File: src/design/octaPkg.sv
// Octa core shared types
`default_nettype none

package octaPkg;

  typedef logic [7:0]  word_t;    // Data word
  typedef logic [15:0] instr_t;   // Instruction word
  typedef logic [2:0]  regIdx_t;  // Register index
  typedef logic [3:0]  pc_t;      // Program address

  // Opcodes in bits 2..0
  localparam logic [2:0] OpR = 3'b000;
  localparam logic [2:0] OpI = 3'b001;
  localparam logic [2:0] OpB = 3'b100;
  localparam logic [2:0] OpJ = 3'b101;

  // ALU functions in bits 5..3, shared by R and I groups
  localparam logic [2:0] FuncAdd  = 3'b000;
  localparam logic [2:0] FuncSub  = 3'b001;  // No I-type form
  localparam logic [2:0] FuncNand = 3'b010;
  localparam logic [2:0] FuncNor  = 3'b011;
  localparam logic [2:0] FuncSltu = 3'b100;
  localparam logic [2:0] FuncSll  = 3'b101;
  localparam logic [2:0] FuncSrl  = 3'b110;
  localparam logic [2:0] FuncSra  = 3'b111;

  // Branch functions
  localparam logic [2:0] FuncBeq  = 3'b000;
  localparam logic [2:0] FuncBne  = 3'b001;
  localparam logic [2:0] FuncBlt  = 3'b010;
  localparam logic [2:0] FuncBltu = 3'b011;
  localparam logic [2:0] FuncBge  = 3'b100;
  localparam logic [2:0] FuncBgeu = 3'b101;

  // Jump functions
  localparam logic [2:0] FuncJal  = 3'b000;
  localparam logic [2:0] FuncJalr = 3'b100;

  typedef enum logic [2:0] {
    AluAdd,
    AluSub,
    AluNand,
    AluNor,
    AluSltu,
    AluSll,
    AluSrl,
    AluSra
  } aluOp_t;

  typedef enum logic [2:0] {
    CondNone,
    CondEq,
    CondNe,
    CondLt,
    CondLtu,
    CondGe,
    CondGeu
  } branchCond_t;

  typedef struct packed {
    regIdx_t     rs1;
    regIdx_t     rs2;
    regIdx_t     rd;
    word_t       imm;
    aluOp_t      aluOp;
    logic        useImm;      // Operand B from immediate
    logic        usePcA;      // Operand A from pc
    logic        isBranch;
    logic        isJump;
    logic        writesReg;
    branchCond_t branchCond;
  } decoded_t;

  typedef struct packed {
    word_t aluValue;
    logic  taken;           // Branch condition holds
  } execResult_t;

  typedef struct packed {
    logic    valid;
    regIdx_t rd;
    word_t   data;
  } commit_t;

endpackage

`default_nettype wire

File: src/design/octaFetch.sv
// Program counter and program store
`default_nettype none

module octaFetch #(
  parameter int ProgDepth = 16
) (
  input  logic            clk,
  input  logic            rst,
  input  logic            programWrite,
  input  octaPkg::pc_t    programAddr,
  input  octaPkg::instr_t programData,
  input  octaPkg::pc_t    nextPc,
  output octaPkg::pc_t    pc,
  output octaPkg::instr_t instr
);

  octaPkg::instr_t progMem [ProgDepth];

  // External load port, addresses beyond the depth are dropped
  always_ff @(posedge clk) begin
    if (programWrite && (int'(programAddr) < ProgDepth)) begin
      progMem[programAddr] <= programData;
    end
  end

  always_ff @(posedge clk or posedge rst) begin
    if (rst) begin
      pc <= '0;
    end else if (programWrite) begin
      pc <= '0;  // Core held while loading
    end else if (int'(nextPc) < ProgDepth) begin
      pc <= nextPc;
    end else begin
      pc <= '0;  // Wrap at the end of the store
    end
  end

  assign instr = progMem[pc];  // Combinational fetch

endmodule

`default_nettype wire

File: src/design/octaDecode.sv
// Instruction decoder
`default_nettype none

module octaDecode (
  input  octaPkg::instr_t  instr,
  output octaPkg::decoded_t dec
);

  logic [2:0]           opcode;
  logic [2:0]           func;
  octaPkg::aluOp_t      aluFromFunc;
  octaPkg::branchCond_t condFromFunc;

  assign opcode = instr[2:0];
  assign func   = instr[5:3];

  always_comb begin
    case (func)
      octaPkg::FuncAdd:  aluFromFunc = octaPkg::AluAdd;
      octaPkg::FuncSub:  aluFromFunc = octaPkg::AluSub;
      octaPkg::FuncNand: aluFromFunc = octaPkg::AluNand;
      octaPkg::FuncNor:  aluFromFunc = octaPkg::AluNor;
      octaPkg::FuncSltu: aluFromFunc = octaPkg::AluSltu;
      octaPkg::FuncSll:  aluFromFunc = octaPkg::AluSll;
      octaPkg::FuncSrl:  aluFromFunc = octaPkg::AluSrl;
      default:           aluFromFunc = octaPkg::AluSra;
    endcase
  end

  always_comb begin
    case (func)
      octaPkg::FuncBeq:  condFromFunc = octaPkg::CondEq;
      octaPkg::FuncBne:  condFromFunc = octaPkg::CondNe;
      octaPkg::FuncBlt:  condFromFunc = octaPkg::CondLt;
      octaPkg::FuncBltu: condFromFunc = octaPkg::CondLtu;
      octaPkg::FuncBge:  condFromFunc = octaPkg::CondGe;
      octaPkg::FuncBgeu: condFromFunc = octaPkg::CondGeu;
      default:           condFromFunc = octaPkg::CondNone;
    endcase
  end

  always_comb begin
    dec            = '0;  // No-operation unless a group matches
    dec.rs1        = instr[11:9];
    dec.rs2        = instr[14:12];
    dec.rd         = instr[8:6];
    dec.aluOp      = octaPkg::AluAdd;
    dec.branchCond = octaPkg::CondNone;
    case (opcode)
      octaPkg::OpR: begin
        dec.aluOp     = aluFromFunc;
        dec.writesReg = 1'b1;
      end
      octaPkg::OpI: begin
        dec.imm       = {{5{instr[15]}}, instr[14:12]};
        dec.useImm    = 1'b1;
        dec.aluOp     = aluFromFunc;
        dec.writesReg = (func != octaPkg::FuncSub);  // SUBI does not exist
      end
      octaPkg::OpB: begin
        dec.imm        = {{5{instr[15]}}, instr[8:6]};
        dec.useImm     = 1'b1;
        dec.usePcA     = 1'b1;  // Target is pc plus offset
        dec.branchCond = condFromFunc;
        dec.isBranch   = (condFromFunc != octaPkg::CondNone);
      end
      octaPkg::OpJ: begin
        if (func == octaPkg::FuncJal) begin
          dec.imm       = {1'b0, instr[15:9]};
          dec.useImm    = 1'b1;
          dec.usePcA    = 1'b1;
          dec.isJump    = 1'b1;
          dec.writesReg = 1'b1;
        end else if (func == octaPkg::FuncJalr) begin
          dec.imm       = {instr[15:12], 4'b0000};  // Upper immediate
          dec.useImm    = 1'b1;
          dec.isJump    = 1'b1;
          dec.writesReg = 1'b1;
        end
      end
      default: ;
    endcase
  end

endmodule

`default_nettype wire

File: src/design/octaRegFile.sv
// Eight-entry register file
`default_nettype none

module octaRegFile (
  input  logic             clk,
  input  logic             rst,
  input  octaPkg::regIdx_t rs1,
  input  octaPkg::regIdx_t rs2,
  input  octaPkg::regIdx_t rd,
  input  logic             writeEn,
  input  octaPkg::word_t   writeData,
  output octaPkg::word_t   rs1Value,
  output octaPkg::word_t   rs2Value
);

  octaPkg::word_t regs [8];

  always_ff @(posedge clk or posedge rst) begin
    if (rst) begin
      for (int i = 0; i < 8; i++) begin
        regs[i] <= '0;
      end
    end else if (writeEn) begin
      regs[rd] <= writeData;  // Strobe already excludes r0
    end
  end

  // Register 0 reads as zero
  assign rs1Value = (rs1 == '0) ? '0 : regs[rs1];
  assign rs2Value = (rs2 == '0) ? '0 : regs[rs2];

endmodule

`default_nettype wire

File: src/design/octaExecute.sv
// Operand select, ALU and branch compare
`default_nettype none

module octaExecute (
  input  octaPkg::decoded_t    dec,
  input  octaPkg::pc_t         pc,
  input  octaPkg::word_t       rs1Value,
  input  octaPkg::word_t       rs2Value,
  output octaPkg::execResult_t result
);

  octaPkg::word_t opA;
  octaPkg::word_t opB;
  octaPkg::word_t aluValue;
  logic [15:0]    sraExt;
  logic [8:0]     diff;
  logic           borrow;
  logic           equal;
  logic           ltSigned;
  logic           taken;

  assign opA = dec.usePcA ? {4'b0000, pc} : rs1Value;
  assign opB = dec.useImm ? dec.imm : rs2Value;

  // Sign-extend to 16 bits so the shift pulls in copies of bit 7
  assign sraExt = {{8{opA[7]}}, opA} >> opB[2:0];

  always_comb begin
    case (dec.aluOp)
      octaPkg::AluAdd:  aluValue = opA + opB;
      octaPkg::AluSub:  aluValue = opA - opB;
      octaPkg::AluNand: aluValue = ~(opA & opB);
      octaPkg::AluNor:  aluValue = ~(opA | opB);
      octaPkg::AluSltu: aluValue = (opA < opB) ? 8'd1 : 8'd0;
      octaPkg::AluSll:  aluValue = opA << opB[2:0];
      octaPkg::AluSrl:  aluValue = opA >> opB[2:0];
      default:          aluValue = sraExt[7:0];
    endcase
  end

  // Branch compare always on the register values
  assign diff     = {1'b0, rs1Value} - {1'b0, rs2Value};
  assign borrow   = diff[8];  // Unsigned less-than
  assign equal    = (diff[7:0] == 8'd0);
  assign ltSigned = (rs1Value[7] ^ rs2Value[7]) ? rs1Value[7] : borrow;

  always_comb begin
    case (dec.branchCond)
      octaPkg::CondEq:  taken = equal;
      octaPkg::CondNe:  taken = !equal;
      octaPkg::CondLt:  taken = ltSigned;
      octaPkg::CondLtu: taken = borrow;
      octaPkg::CondGe:  taken = !ltSigned;
      octaPkg::CondGeu: taken = !borrow;
      default:          taken = 1'b0;
    endcase
  end

  assign result = '{aluValue: aluValue, taken: taken};

endmodule

`default_nettype wire

File: src/design/octaResult.sv
// Write-back and next pc
`default_nettype none

module octaResult (
  input  octaPkg::decoded_t    dec,
  input  octaPkg::execResult_t result,
  input  octaPkg::pc_t         pc,
  input  logic                 programWrite,
  output octaPkg::commit_t     commit,
  output octaPkg::pc_t         nextPc
);

  octaPkg::pc_t pcPlusOne;
  logic         redirect;

  assign pcPlusOne = pc + 4'd1;  // Wraps in four bits
  assign redirect  = dec.isJump || (dec.isBranch && result.taken);

  always_comb begin
    commit.valid = dec.writesReg && !programWrite && (dec.rd != '0);
    commit.rd    = dec.rd;
    // Jumps link the return address
    commit.data  = dec.isJump ? {4'b0000, pcPlusOne} : result.aluValue;
  end

  assign nextPc = redirect ? result.aluValue[3:0] : pcPlusOne;

endmodule

`default_nettype wire

File: src/design/octaTop.sv
// Octa single-cycle core
`default_nettype none

module octaTop #(
  parameter int ProgDepth = 16
) (
  input  logic             clk,
  input  logic             rst,
  input  logic             programWrite,
  input  octaPkg::pc_t     programAddr,
  input  octaPkg::instr_t  programData,
  output octaPkg::commit_t commit,
  output octaPkg::pc_t     pc
);

  octaPkg::instr_t      instr;
  octaPkg::pc_t         nextPc;
  octaPkg::decoded_t    dec;
  octaPkg::word_t       rs1Value;
  octaPkg::word_t       rs2Value;
  octaPkg::execResult_t result;

  octaFetch #(.ProgDepth(ProgDepth)) uFetch (
    .clk(clk), .rst(rst),
    .programWrite(programWrite), .programAddr(programAddr), .programData(programData),
    .nextPc(nextPc), .pc(pc), .instr(instr)
  );

  octaDecode uDecode (.instr(instr), .dec(dec));

  octaRegFile uRegFile (
    .clk(clk), .rst(rst),
    .rs1(dec.rs1), .rs2(dec.rs2),
    .rd(commit.rd), .writeEn(commit.valid), .writeData(commit.data),  // Commit drives write port
    .rs1Value(rs1Value), .rs2Value(rs2Value)
  );

  octaExecute uExecute (
    .dec(dec), .pc(pc),
    .rs1Value(rs1Value), .rs2Value(rs2Value),
    .result(result)
  );

  octaResult uResult (
    .dec(dec), .result(result), .pc(pc),
    .programWrite(programWrite),
    .commit(commit), .nextPc(nextPc)
  );

endmodule

`default_nettype wire

File: config.mk
export PLATFORM = sky130hd
export DESIGN_NAME = octaTop
export DESIGN_NICKNAME = d
export VERILOG_FILES = /design/src/design/octaPkg.sv /design/src/design/octaFetch.sv /design/src/design/octaDecode.sv /design/src/design/octaRegFile.sv /design/src/design/octaExecute.sv /design/src/design/octaResult.sv /design/src/design/octaTop.sv
export SDC_FILE = /design/constraint.sdc
export NUM_CORES = 1
export LEC_CHECK = 0
export BUFFER_PORTS_ARGS = -buffer_cell sky130_fd_sc_hd__buf_2
export CORE_ASPECT_RATIO = 0.6
export CORE_MARGIN = 3
export CORE_UTILIZATION = 60
export CTS_CLUSTER_SIZE = 10
export DETAILED_ROUTE_END_ITERATION = 16
export PLACE_DENSITY = 0.83
export SYNTH_ARGS = -nofsm -noshare
export SYNTH_HDL_FRONTEND = slang
export SYNTH_SLANG_ARGS = --single-unit
File: constraint.sdc
create_clock -name clk -period 6.7 [get_ports clk]
set_input_delay 0.67 -clock clk [delete_from_list [all_inputs] [get_ports clk]]
set_output_delay 0.67 -clock clk [all_outputs]
set_load 0.005 [all_outputs]
==> key figures <==
Status
  – Status: complete, no violations

Global routing
  – Vias in the first global route: between 10000 and 15000
  – Tot GR Track Use: 0.3401
  – Initial antenna violation count: 0
  – Largest net degree at the start of global routing: 61
  – Global-route wire length before repair: 72570 um
  – GRT overflow: 0

Logic synthesis
  – Sequential-to-total area share from yosys stat: 0.5658
  – Flops & latches, synth: between 300 and 400
  – Largest cells by area after synthesis: edfxtp_1, dfrtp_1, mux4_2
  – Top-area cell type share of the netlist area: 0.4733
  – Yosys cell types: 95
  – Simple-Gate Fraction of Synth Area: 0.09037
  – Mean Syn Cell Area: 13.23 um^2
  – Largest family of logic cells by synthesized area: multiplexers
  – Post-synth top area cell: edfxtp_1
  – Synth async-reset ratio: 0.1899
  – Post-Synth Adder-Cell Area: 0.02989
  – Mapped Area: 16240 um^2
  – Syn Nets: 1288
  – Mux cell area share after synthesis: 0.1429
  – Dominant synthesized flop cell: edfxtp_1
  – Synth warn: 0
  – Syn Inst Count: 1228
  – Post-synthesis xor/xnor area fraction: 0.002696
  – Number of synthesized flops with an enable pin: 256
  – Complex-gate fraction of the synthesized area: 0.1290

STA
  – Period Utilization, post-route: 0.9817
  – Final Hold Fails: 0
  – Max-slew violation count: 0
  – Final setup skew: between 0.01 and 0.015 ns
  – Relative slew slack: 0.1902
  – Hold WS: between 0.3 and 0.4 ns
  – Final setup viols: 0
  – Sum Neg Setup Slack: 0 ns
  – Min cycle time layout: 6.577 ns
  – Fmax: 152.0 MHz
  – Final worst slack: 0.1227 ns
  – Worst-margin pin slew: ~1.2 ns

Setup path
  – RR Startpoint: uFetch.pc[1]$_DFF_PP0_
  – CP max FO: 8
  – Critical path class: reg -> out
  – Slowest CP cell: mux4_2
  – Crit-path max cell delay: 0.51 ns
  – CP Data Required Time: 6.03 ns
  – CP delay by family, top: compound AO/OA/AOI/OAI gates
  – Worst Setup End Kind: output port
  – Cell mode on critical path: buf_4
  – CP Launch Type: register
  – Critical path buffer and inverter count: 4
  – WP data arrival: about 6 ns
  – Critical Path Start: uFetch.pc[1]$_DFF_PP0_
  – CP cell instances: buf_4, mux4_2, mux2i_1, nand2b_1, buf_4, nand2_1, buf_4, mux2i_1, o211a_2, nor2_4, ha_1, nor2b_1, o21ai_1, a21oi_1, o21ai_0, a21oi_1, o21bai_1, o2bb2ai_1, a41o_1, mux2_1, nor3b_4, buf_2

Clock network
  – Htree depth: 2
  – Sink Count: ~320
  – CTS tree: yes
  – Max Buffers Root-to-Sink: 3
  – Worst skew pair latency: 0.53 ns
  – Worst-path clk slew: approximately 0.050 ns
  – TritonCTS Buffers: 37
  – CTS root buf: clkbuf_16

Layout
  – Share of layout cells above drive strength 1: 0.2787
  – Register area: roughly 9000 um^2
  – Fill count: ~1700
  – Ant. Diodes: 0
  – Multi-input gate area: roughly 6700 um^2
  – Most frequent cells in the layout: edfxtp_1, buf_4, nand2_1
  – Cell area after layout: between 15000 and 20000 um^2
  – Commonest non-fill, non-tap cell in the layout: edfxtp_1
  – Area Growth Syn to Fin: 15.27%
  – Nets: between 1000 and 1500

Floorplan
  – DIE AREA: 29140 um^2
  – I/O pin total: 39
  – Die Width: 218.4 um
  – FP Rows: 45
  – Initial Utilization: 0.6257
  – Core area: 25960 um^2
  – Die Span Y: around 130 um

Place
  – Hpwl dp: between 30000 and 40000 um
  – Port Buffers: 38
  – Post-DP Area: roughly 17000 um^2
  – RePlAce Congestion: approximately 1
  – Placement Setup Slack: -0.1062 ns

Min path
  – Hold crit path type: in -> async

Routing
  – Initial drt markers: between 2000 and 2500
  – Mean number of vias per cell: 7.024
  – Antenna viol nets, final: 0
  – Pre-antenna DRT Iters: 6
  – Wire per inst: 28.58 um
  – Final wirelength: 49320 um
  – Via count: between 10000 and 15000
  – # DRC: 0

Flow run
  – Max-cap violations: 0
state kept, by name, summed over array words and instances (netlist names):
signal / count
uFetch.progMem: 256
uRegFile.regs: 56
uFetch.pc: 4
cells by family after synthesis:
family,Yosys count
and+or+nand+nor,296
buffers and inverters,135
DFF,316
AOI/OAI and AO/OA,277
muxes,162
adders and majority gates,37
xor gates and xnor gates,5
synth_stat cells (11+ instances only):
master and n:
a22oi_1 13, nor2_1 57, a31oi_1 12, nand2_1 107, a21oi_1 34, mux4_2 51, a221o_1 17, clkbuf_1 31
nor2b_1 11, mux2i_1 62, nor3_1 24, a221oi_1 13, ha_1 34, o22ai_1 25, and2_1 13, dfrtp_1 60
a211oi_1 17, buf_2 13, o21ai_0 41, edfxtp_1 256, inv_1 66, nand3_1 25, mux2_2 47
layout make-up:
| cell class | instances | share of cell area |
|---|---|---|
| clock buffers | 54 | 0.05287 |
| repair buffers | 153 | 0.05955 |
| inverters | 70 | 0.01410 |
| multi-input cells | 777 | 0.3562 |
| well taps | 352 | 0.02353 |
| clock inverters | 4 | 0.002272 |
| flip-flops and latches | 316 | 0.4915 |
per-stage QoR:
step,cells,util
4_1_cts,1714,0.7115
5_1_grt,1726,0.7212
3_3_place_gp,1650,0.6677
3_5_place_dp,1650,0.6677
6_report,1726,0.7212
2_1_floorplan,1228,-
worst min-delay path: stages:
cell	delay (ns)
buf_2	0.10
inv_2	0.03
buf_4	0.62
layer usage:
metal	vias up	global-route usage	wire length, um
met3	123	0.1470	8447
met4	0	0.08071	1041
met2	1081	0.4580	20320
met1	5886	0.5106	19520
met5	-	0	0
li1	5033	-	-
what timing repair did:
item,4_1_cts,5_1_grt
hold buffers,0,0
resized for setup,8,36
pin swaps,1,2
buffers inserted,6,12
endpoints found under the setup margin,8,8
path summary, 6_finish.rpt:
check	end	slack, ns	cells past startpoint
setup / recovery	commit[0]	0.12	22
hold / removal	uRegFile.regs[11]$_DFFE_PP0P_	0.38	3
setup reg to reg	uFetch.pc[0]$_DFF_PP0_	0.86	21
hold reg to reg	uRegFile.regs[54]$_DFFE_PP0P_	0.51	1
max in group asynchronous	uFetch.pc[1]$_DFF_PP0_	5.71	3
min in group clk	uFetch.pc[3]$_DFF_PP0_	0.49	2
Power is left out: the tool's default activity adds up to more than one toggle a clock period on the data nets, which glitch-free logic cannot reach.
